$ cat src/rtl/exec_settings.svh
// widths are fixed at 32-bit data and a 5-bit shift count; EXEC_WIDTH must divide by 8
`ifndef EXEC_SETTINGS_SVH
`define EXEC_SETTINGS_SVH

// data word width
`define EXEC_WIDTH 32

// shift count width, log2 of the word width
`define EXEC_SHIFT_BITS 5

// carry-lookahead group size
// AF is taken from the carry out of group 0
`define EXEC_GROUP_BITS 4

// operation code width
`define EXEC_OP_BITS 3

`endif

$ cat src/rtl/exec_pkg.sv
// codes 5 to 7 are reserved and give a zero result with every flag clear
`include "exec_settings.svh"

package exec_pkg;

   // one data word
   typedef logic [`EXEC_WIDTH-1:0] word_t;

   // operation codes as seen on the op port
   typedef enum logic [`EXEC_OP_BITS-1:0] {
      OP_ADD = 0,
      OP_SUB = 1,
      OP_SAL = 2,
      OP_SAR = 3,
      OP_CMP = 4
   } op_e;

endpackage

$ cat src/rtl/adder_flags_if.sv
// carry and aux_carry already hold borrows when the adder runs a subtract
`timescale 1ns/1ps
`include "exec_settings.svh"

interface adder_flags_if;

   // adder result
   exec_pkg::word_t sum;

   // CF, OF and AF as the result stage uses them
   logic carry;
   logic overflow;
   logic aux_carry;

   modport src (output sum, carry, overflow, aux_carry);

   modport dst (input sum, carry, overflow, aux_carry);

endinterface

$ cat src/rtl/barrel_shifter32.sv
// purely combinational; counts run 0 to 31 and right shifts are arithmetic only
`timescale 1ns/1ps
`include "exec_settings.svh"

module barrel_shifter32 (
   input  exec_pkg::word_t             a,
   input  logic [`EXEC_SHIFT_BITS-1:0] cnt,
   input  logic                        right,
   output exec_pkg::word_t             shifted,
   output logic                        last_out
);

   localparam int W = `EXEC_WIDTH;
   localparam int S = `EXEC_SHIFT_BITS;

   // one extra bit per chain catches the bit leaving the far edge
   logic [W:0] lft [S+1];
   logic [W:0] rgt [S+1];

   // guard bits start at zero, so count 0 leaves last_out low
   assign lft[0] = {1'b0, a};
   assign rgt[0] = {a, 1'b0};

   for (genvar i = 0; i < S; i++) begin : g_stage
      localparam int SH = 1 << i;

      // zero fill from the right
      assign lft[i+1] = cnt[i] ? {lft[i][W-SH:0], {SH{1'b0}}} : lft[i];

      // sign fill from the left
      assign rgt[i+1] = cnt[i] ? {{SH{rgt[i][W]}}, rgt[i][W:SH]} : rgt[i];
   end

   assign shifted  = right ? rgt[S][W:1] : lft[S][W-1:0];
   assign last_out = right ? rgt[S][0] : lft[S][W];

endmodule

$ cat src/rtl/cla_adder32.sv
// purely combinational; EXEC_WIDTH must be a multiple of EXEC_GROUP_BITS
`timescale 1ns/1ps
`include "exec_settings.svh"

module cla_adder32 (
   input  exec_pkg::word_t a,
   input  exec_pkg::word_t b,
   input  logic            sub,
   adder_flags_if.src      flags
);

   localparam int W  = `EXEC_WIDTH;
   localparam int GB = `EXEC_GROUP_BITS;
   localparam int NG = W / GB;

   exec_pkg::word_t b_eff;
   logic            cin;
   logic [W-1:0]    g;
   logic [W-1:0]    p;
   logic [NG-1:0]   gg;
   logic [NG-1:0]   gp;
   logic [NG:0]     gc;
   logic [W:0]      c;

   // subtract as a + ~b + 1
   assign b_eff = sub ? ~b : b;
   assign cin   = sub;

   assign g = a & b_eff;
   assign p = a ^ b_eff;

   always_comb begin
      logic t;
      logic run_c;
      logic run_p;
      // group generate and propagate
      for (int j = 0; j < NG; j++) begin
         t = 1'b0;
         for (int k = 0; k < GB; k++) begin
            t = g[j*GB+k] | (p[j*GB+k] & t);
         end
         gg[j] = t;
         gp[j] = &p[j*GB +: GB];
      end
      // lookahead carry into each group, expanded back to cin
      gc[0] = cin;
      for (int j = 0; j < NG; j++) begin
         run_c = gg[j];
         run_p = gp[j];
         for (int k = j - 1; k >= 0; k--) begin
            run_c = run_c | (run_p & gg[k]);
            run_p = run_p & gp[k];
         end
         gc[j+1] = run_c | (run_p & cin);
      end
      // bit carries inside each group start from the group carry
      c[0] = gc[0];
      for (int j = 0; j < NG; j++) begin
         for (int k = 0; k < GB - 1; k++) begin
            c[j*GB+k+1] = g[j*GB+k] | (p[j*GB+k] & c[j*GB+k]);
         end
         c[(j+1)*GB] = gc[j+1];
      end
   end

   assign flags.sum       = p ^ c[W-1:0];
   // carries turn into borrows on a subtract
   assign flags.carry     = c[W] ^ sub;
   assign flags.aux_carry = gc[1] ^ sub;
   assign flags.overflow  = c[W] ^ c[W-1];

   // lookahead network against a plain 33-bit add
   always_comb begin
      if (!sub) begin
         assert ({flags.carry, flags.sum} == ({1'b0, a} + {1'b0, b}))
            else $error("lookahead sum and carry differ from a + b");
      end
   end

endmodule

$ cat src/rtl/exec_unit.sv
// result and flags arrive one cycle after op_valid; there is no back-pressure
`timescale 1ns/1ps
`include "exec_settings.svh"

module exec_unit (
   input  logic            clk,
   input  logic            rst_n,
   input  logic            op_valid,
   input  exec_pkg::op_e   op,
   input  exec_pkg::word_t a,
   input  exec_pkg::word_t b,
   output logic            res_valid,
   output exec_pkg::word_t result,
   output logic            cf,
   output logic            of,
   output logic            af,
   output logic            zf
);

   exec_pkg::word_t shifted;
   logic            last_out;
   logic            a_gt_b;
   logic            b_gt_a;
   logic            equal;

   adder_flags_if add_flags ();

   cla_adder32 i_adder (
      .a     (a),
      .b     (b),
      .sub   (op == exec_pkg::OP_SUB),
      .flags (add_flags.src)
   );

   // shift count is the low bits of b
   barrel_shifter32 i_shifter (
      .a        (a),
      .cnt      (b[`EXEC_SHIFT_BITS-1:0]),
      .right    (op == exec_pkg::OP_SAR),
      .shifted  (shifted),
      .last_out (last_out)
   );

   mag_comparator32 i_comparator (
      .a      (a),
      .b      (b),
      .a_gt_b (a_gt_b),
      .b_gt_a (b_gt_a),
      .equal  (equal)
   );

   result_stage i_result (
      .clk       (clk),
      .rst_n     (rst_n),
      .op_valid  (op_valid),
      .op        (op),
      .add_in    (add_flags.dst),
      .shifted   (shifted),
      .last_out  (last_out),
      .a_gt_b    (a_gt_b),
      .b_gt_a    (b_gt_a),
      .equal     (equal),
      .res_valid (res_valid),
      .result    (result),
      .cf        (cf),
      .of        (of),
      .af        (af),
      .zf        (zf)
   );

endmodule

$ cat src/rtl/mag_comparator32.sv
// purely combinational unsigned compare; EXEC_WIDTH must be a multiple of 8
`timescale 1ns/1ps
`include "exec_settings.svh"

module mag_comparator32 (
   input  exec_pkg::word_t a,
   input  exec_pkg::word_t b,
   output logic            a_gt_b,
   output logic            b_gt_a,
   output logic            equal
);

   localparam int W  = `EXEC_WIDTH;
   localparam int NB = W / 8;
   localparam int NN = W / 4;

   logic [NB-1:0] byte_gt;
   logic [NB-1:0] byte_lt;
   logic [NB-1:0] byte_eq;
   logic [NN-1:0] nib_eq;

   for (genvar i = 0; i < NB; i++) begin : g_byte
      assign byte_gt[i] = a[i*8 +: 8] > b[i*8 +: 8];
      assign byte_lt[i] = a[i*8 +: 8] < b[i*8 +: 8];
      // byte equality from its two nibbles
      assign byte_eq[i] = nib_eq[2*i+1] & nib_eq[2*i];
   end

   for (genvar j = 0; j < NN; j++) begin : g_nibble
      assign nib_eq[j] = a[j*4 +: 4] == b[j*4 +: 4];
   end

   // a byte decides only while every byte above it matched
   always_comb begin
      logic hi_eq;
      hi_eq  = 1'b1;
      a_gt_b = 1'b0;
      b_gt_a = 1'b0;
      for (int i = NB - 1; i >= 0; i--) begin
         a_gt_b = a_gt_b | (hi_eq & byte_gt[i]);
         b_gt_a = b_gt_a | (hi_eq & byte_lt[i]);
         hi_eq  = hi_eq & byte_eq[i];
      end
      equal = hi_eq;
   end

   always_comb begin
      assert ($onehot({a_gt_b, b_gt_a, equal}))
         else $error("comparator outputs not one-hot");
   end

endmodule

$ cat src/rtl/result_stage.sv
// one-cycle register stage with no stall; result and flags hold while op_valid is low
`timescale 1ns/1ps
`include "exec_settings.svh"

module result_stage (
   input  logic            clk,
   input  logic            rst_n,
   input  logic            op_valid,
   input  exec_pkg::op_e   op,
   adder_flags_if.dst      add_in,
   input  exec_pkg::word_t shifted,
   input  logic            last_out,
   input  logic            a_gt_b,
   input  logic            b_gt_a,
   input  logic            equal,
   output logic            res_valid,
   output exec_pkg::word_t result,
   output logic            cf,
   output logic            of,
   output logic            af,
   output logic            zf
);

   exec_pkg::word_t res_d;
   logic            cf_d;
   logic            of_d;
   logic            af_d;
   logic            op_known;

   always_comb begin
      res_d    = '0;
      cf_d     = 1'b0;
      of_d     = 1'b0;
      af_d     = 1'b0;
      op_known = 1'b1;
      case (op)
         exec_pkg::OP_ADD, exec_pkg::OP_SUB: begin
            res_d = add_in.sum;
            cf_d  = add_in.carry;
            of_d  = add_in.overflow;
            af_d  = add_in.aux_carry;
         end
         exec_pkg::OP_SAL, exec_pkg::OP_SAR: begin
            res_d = shifted;
            cf_d  = last_out;
         end
         exec_pkg::OP_CMP: begin
            res_d = {{(`EXEC_WIDTH-3){1'b0}}, equal, b_gt_a, a_gt_b};
         end
         // reserved codes leave ZF clear as well
         default: op_known = 1'b0;
      endcase
   end

   always_ff @(posedge clk or negedge rst_n) begin
      if (!rst_n) begin
         res_valid <= 1'b0;
         result    <= '0;
         cf        <= 1'b0;
         of        <= 1'b0;
         af        <= 1'b0;
         zf        <= 1'b0;
      end else begin
         res_valid <= op_valid;
         if (op_valid) begin
            result <= res_d;
            cf     <= cf_d;
            of     <= of_d;
            af     <= af_d;
            zf     <= op_known & (res_d == '0);
         end
      end
   end

   assert property (@(posedge clk) disable iff (!rst_n) res_valid |-> !$isunknown(result))
      else $error("result unknown while res_valid is high");

   // shifts and compare never report signed overflow
   assert property (@(posedge clk) disable iff (!rst_n)
      op_valid && (op == exec_pkg::OP_SAL || op == exec_pkg::OP_SAR ||
                   op == exec_pkg::OP_CMP) |=> !of)
      else $error("OF set after a shift or compare");

endmodule

$ cat config.mk
export PLATFORM = sky130hd
export DESIGN_NAME = exec_unit
export DESIGN_NICKNAME = d
export VERILOG_FILES = /design/src/rtl/exec_pkg.sv /design/src/rtl/adder_flags_if.sv /design/src/rtl/barrel_shifter32.sv /design/src/rtl/cla_adder32.sv /design/src/rtl/exec_unit.sv /design/src/rtl/mag_comparator32.sv /design/src/rtl/result_stage.sv
export VERILOG_INCLUDE_DIRS = /design/src /design/src/rtl
export SDC_FILE = /design/constraint.sdc
export NUM_CORES = 1
export LEC_CHECK = 0
export BUFFER_PORTS_ARGS = -buffer_cell sky130_fd_sc_hd__buf_2
export CAP_MARGIN = 25
export CELL_PAD_IN_SITES_DETAIL_PLACEMENT = 0
export CELL_PAD_IN_SITES_GLOBAL_PLACEMENT = 1
export CORE_MARGIN = 10
export CORE_UTILIZATION = 45
export DETAILED_ROUTE_END_ITERATION = 10
export PLACE_DENSITY = 0.88
export SYNTH_ARGS = -nofsm -noshare
export SYNTH_HDL_FRONTEND = slang
export SYNTH_SLANG_ARGS = --single-unit
export TNS_END_PERCENT = 30
$ cat constraint.sdc
create_clock -name clk -period 0.9 [get_ports clk]
set_input_delay 0.27 -clock clk [delete_from_list [all_inputs] [get_ports clk]]
set_output_delay 0.27 -clock clk [all_outputs]
set_load 0.1 [all_outputs]
=== Word level (Yosys, flattened, before mapping) ===
Cells that the tools add are included.

* Register bits after elaboration: 37
* Bits of input ports: 70
* Word-level logic and storage cells: 280

* Magnitude comparators: 8
* Eq/ne operators: 12
* Muxes and demuxes: 18
* Bitwise gates (word level): 223
* Reductions and logical operators: 13

{| class="wikitable"
|+ Operators with widths
! operator !! number
|-
| $mux W32 || 7
|-
| $mux W33 || 5
|-
| $and A1 B1 Y1 || 126
|-
| $pmux W32 S3 || 1
|-
| $or A1 B1 Y1 || 90
|-
| $xor A32 B32 Y32 || 2
|-
| $and A32 B32 Y32 || 1
|-
| $eq A4 B4 Y1 || 8
|-
| $gt A8 B8 Y1 || 4
|-
| $logic_not A32 Y1 || 1
|-
| $lt A8 B8 Y1 || 4
|-
| $not A32 Y32 || 1
|-
| $reduce_and A4 Y1 || 8
|-
| $eq A3 B2 Y1 const B || 2
|-
| $reduce_or A5 Y1 || 1
|-
| $mux W1 || 4
|-
| $reduce_or A2 Y1 || 2
|-
| $eq A3 B1 Y1 const B || 1
|-
| $eq A3 B3 Y1 const B || 1
|-
| $logic_not A3 Y1 || 1
|-
| $xor A1 B1 Y1 || 3
|-
| $pmux W1 S2 || 1
|}

=== Depth between registers and ports, before layout ===
* Depth after elaboration: 27
* Gate-level depth with buffers: 24

=== Hierarchy ===
From an unflattened synthesis, not the netlist that was laid out.

* Cell total of the unflattened synthesis: 968
* Area, all modules: 8,674.6 um^2

{| class="wikitable"
|+ By module, submodules not included
! module !! times used !! cells an instance !! area an instance (um^2) !! seq. area each (um^2)
|-
| barrel_shifter32 || 1 || 420 || 3,966.3 || 0.0
|-
| result_stage || 1 || 191 || 1,918.1 || 925.9
|-
| cla_adder32 || 1 || 234 || 1,903.1 || 0.0
|-
| mag_comparator32 || 1 || 121 || 865.8 || 0.0
|-
| exec_unit || 1 || 2 || 21.3 || 0.0
|}

=== Worst setup path after synthesis ===
Ideal clock, no wire load.

* Path type: input-to-reg
* From: input port op[1]
* To: register i_result.zf
* Setup time: 66 ps
* Arrival time: 5,435 ps
* Data required time: 834 ps
* Path slack: -4,601 ps
* Stages on the path: 23
* Buffers on the path: 3
* Path through: buf_2 nor3b_1 buf_2 buf_1 xnor2_1 ha_1 a2111o_1 a31oi_1 o31a_1 o311a_1 o31ai_1 a21o_1 fa_1 fa_1 fa_1 nand2_1 o221ai_1 and2b_1 nand3_1 nor4b_2 nand4_1 nor4_1 a41o_1

* Cells in the longest elaborated chain, start to end: 27
* Elaborated cells on any way between the ends: 191
* Those cells by class: eq/ne (4); mux (4); bitwise (171); reduce/logical (12)

{| class="wikitable"
|+ Ends and longest elaborated chain
! what !! RTL line !! text
|-
| start, declared || exec_unit.sv:9 || <nowiki>input exec_pkg::op_e op,</nowiki>
|-
| $eq A3 B1 Y1 || exec_unit.sv:31, result_stage.sv:36 ||
|-
| $mux W32 || cla_adder32.sv:26 || <nowiki>assign b_eff = sub ? ~b : b;</nowiki>
|-
| $xor A32 B32 Y32 or $and A32 B32 Y32 (tied branches) || cla_adder32.sv:30, cla_adder32.sv:29 ||
|-
| $and A1 B1 Y1 || cla_adder32.sv:40 || <nowiki>t = g[j*GB+k] | (p[j*GB+k] & t);</nowiki>
|-
| $or A1 B1 Y1 || cla_adder32.sv:40 ||
|-
| $and A1 B1 Y1 || cla_adder32.sv:40 ||
|-
| $or A1 B1 Y1 || cla_adder32.sv:40 ||
|-
| $and A1 B1 Y1 || cla_adder32.sv:40 ||
|-
| [11 not listed] || - ||
|-
| $and A1 B1 Y1 || cla_adder32.sv:60 || <nowiki>c[j*GB+k+1] = g[j*GB+k] | (p[j*GB+k] & c[j*GB+k]);</nowiki>
|-
| $or A1 B1 Y1 || cla_adder32.sv:60 ||
|-
| $and A1 B1 Y1 || cla_adder32.sv:60 ||
|-
| $or A1 B1 Y1 || cla_adder32.sv:60 ||
|-
| $xor A32 B32 Y32 || cla_adder32.sv:66 || <nowiki>assign flags.sum = p ^ c[W-1:0];</nowiki>
|-
| $pmux W32 S3 || result_stage.sv:36 || <nowiki>case (op)</nowiki>
|-
| $logic_not A32 Y1 || result_stage.sv:70 || <nowiki>zf <= op_known & (res_d == '0);</nowiki>
|-
| $and A1 B1 Y1 * || result_stage.sv:70 ||
|-
| end signal, assigned || result_stage.sv:70 ||
|-
| end, declared || result_stage.sv:21 || <nowiki>output logic zf</nowiki>
|}

Every way passes the cells marked *; elsewhere a longest branch is shown, timed or not.
A chain may end at the register's enable or synchronous reset.

=== Final worst setup path ===
* From: input port op[2]
* To: register i_result.zf

Same word-level chain as after synthesis.

==> run_results.csv <==
group,metric,value,unit
final_layout,finalNetCount,1562,
critical_path,crit_type,"primary input to register",
synthesis,syn_inst,1003,
detailed_routing,wirelength,38.1,mm
power,p_leak,5.86,nW
placed_design,hpwl,28.6,mm
timing,final_max_slew_viol_count,0,
critical_path,crit_required,1.12,ns
synthesis,ys_warn_count,0,
status,status,"finished, violations left",
synthesis,synth_area_leader_cell,"dfrtp_1",
synthesis,synth_edf_count,0,
global_routing,grt_use_total,30.4,%
floorplanning,die_w,153,um
detailed_routing,drt_iter0_drc,1785,
timing,finalHoldViolCount,0,
timing,max_freq,198,MHz
clocking,clk-insertion-delay-late,0.28,ns
timing,tightest_slew,0.794,ns
critical_path,worstPathArrival,5.28,ns
timing,skew,0,ns
clocking,cts-root-buf,"clkbuf_16",
critical_path,critPathLaunchType,"primary input",
synthesis,synthArstFlopShare,100,%
synthesis,yosys-top-cells-count,"nand2_1, nor2_1, mux2i_1, ha_1, a21oi_1",
power,p_per_area,1220,nW/um^2
placed_design,port-buffer-count,106,
status,violations,"negative setup slack",
clocking,clk_path_buf_depth,2,
global_routing,grt_pass1_vias,10410,
final_layout,antenna_cells,0,
synthesis,synth_most_common_cell,"nand2_1",
synthesis,syn-cell-area,7910,sq um
global_routing,grt_antenna_before_repair,0,
placed_design,gp_congestion,1.18,
detailed_routing,first_pass_iters,9,
detailed_routing,vias,10380,
timing,setup_ws,-4.16,ns
power,power,15.4,mW
placed_design,dp.cells,1605,
synthesis,synth_nets,1162,
synthesis,yosys.area.top_type_share,11.7,%
detailed_routing,routedWlPerCell,23.4,um
synthesis,syn_avg_cell_area,7.89,sq um
critical_path,critPathMaxFanout,4,
final_layout,post_layout_nonfiller_instances,1629,
clocking,cts_tree,"yes",
critical_path,endpoint_kind,"register",
floorplanning,num_io_pins,107,
timing,period_share,562,%
final_layout,drive_above_1_share,46.2,%
timing,setup_viol,73,
final_layout,design_area,12600,sq um
clocking,cts.sinks,37,
global_routing,grt_pass1_wl,58.2,mm
synthesis,ys_top_cells_by_area,"dfrtp_1, ha_1, mux2i_1",
synthesis,ys_ff_latch,37,
timing,maxSlewHeadroom,46.8,%
timing,rsz0062_at_grt,"yes",
final_layout,fillCellCount,1258,
timing,min_period,5.06,ns
final_layout,area_growth,59.5,%
floorplanning,initial_core_util,45.7,%
power,irDropWorstVdd,2040,uV
clocking,htreeDepth,2,
global_routing,grt.overflow.total,0,
detailed_routing,viasPerCell,6.37,
synthesis,ys_seq_area_share,11.7,%
clocking,path_clk_slew,0.06,ns
detailed_routing,drc,0,
detailed_routing,drtAntennaViolNets,0,
placed_design,placed_cell_area,11700,sq um
synthesis,ys.flop_type,"dfrtp_1",
floorplanning,die_area,23300,sq um
global_routing,grt_max_degree,67,
synthesis,synth_cell_types,71,
worst_hold_path,holdCritPathClass,"primary input to register",
floorplanning,die_h,153,um
floorplanning,rows,48,
floorplanning,core,17300,sq um
run,max-cap-violations,0,
clocking,numCtsBuffers,5,
[layout make-up]
type	count	area (sq um)	area share, %
clock inverters	2	37.5	0.297
flip-flops and latches	37	926	7.34
repair buffers	462	3920	31.0
multi-input cells	853	7150	56.6
inverters	44	174	1.38
clock buffers	6	139	1.10
well taps	225	282	2.23
[stage by stage]
step	setup WS, ns	hold slack [ns]	utilization [%]	setup TNS [ns]
after global routing	-4.28	0.472	73.0	-117.18
after detailed placement	-4.83	0.246	67.7	-128.21
after floorplan	-3.92	-0.0256	-	-104.62
after CTS	-4.09	0.428	71.6	-110.07
final	-4.16	0.457	73.0	-113.22
after global placement	-4.59	0.242	67.7	-124.04
[timing repair]
action	CTS	global route
buffers inserted	16	14
endpoints found under the setup margin	73	73
pin swaps	56	35
endpoints found under the hold margin	37	0
gates resized for setup	95	36
hold buffers	1	0
[routing by layer]
layer / share of wire (%) / track usage [%] / vias to the layer above
li1: - / - / 4544
met1: 36 / 35.6 / 4767
met2: 43 / 46.1 / 841
met3: 13 / 10.9 / 228
met4: 7.3 / 19.3 / 0
met5: 0 / 0 / -
[sequential cells by signal, summed over array words and instances (netlist names)]
name / count
i_result.result: 32
i_result.af: 1
i_result.cf: 1
i_result.of: 1
i_result.res_valid: 1
i_result.zf: 1
[report_power, final]
| group | internal (mW) | total, mW | switching [mW] | leakage (nW) |
|---|---|---|---|---|
| sequential | 1.89 | 2.17 | 0.276 | 0.468 |
| clock | 1.38 | 2.06 | 0.681 | 0.0831 |
| combinational | 4.87 | 11.1 | 6.27 | 5.31 |
[path summary, 6_finish.rpt]
kind	from	endpoint	slack [ns]	cells after the start
min in group asynchronous	rst_n	i_result.result[1]	0.47	3
worst min-delay path	op_valid	i_result.result[22]	0.46	4
worst min register to register	i_result.result[28]	i_result.result[28]	0.58	1
worst max-delay path	op[2]	i_result.zf	-4.16	24
worst max register to register	i_result.result[11]	i_result.result[11]	-0.05	2
max in group asynchronous	rst_n	i_result.result[25]	0.24	3
[kinds of logic after synthesis]
kind of cell    count (synthesis)  share of synthesized area [%]
compound gates                274                           23.4
buf+inv                       113                           6.04
fa+ha+maj                      89                           16.3
simple gates                  320                           18.4
flops                          37                           11.7
xor+xnor                       43                           4.76
mux                           127                           19.5
[placed cells by master (no fill, tap or decap), drive strengths merged, types with 22 or more instances in the layout]
master / n
nand2: 115
inv: 43
nor2: 95
fa: 23
a21oi: 64
nand3: 22
buf: 461
o22ai: 22
ha: 66
mux2i: 67
o21ai: 49
dfrtp: 37
mux2: 43
xnor2: 31
[critical path: stages]
cell	delay, ns
buf_8	0.10
nor3b_4	0.22
buf_12	0.16
buf_8	0.12
xnor2_2	0.06
ha_1	0.29
a2111o_1	0.41
a31oi_4	0.17
o31a_1	0.21
buf_6	0.13
o311a_4	0.23
o31ai_4	0.09
a21o_1	0.20
fa_2	0.37
fa_2	0.38
fa_2	0.44
nand2_1	0.08
o221ai_2	0.11
and2b_1	0.25
nand3_2	0.10
nor4b_4	0.23
nand4_1	0.18
nor4_2	0.28
a41o_1	0.19
No activity file was read; power rests on OpenSTA's default activity.
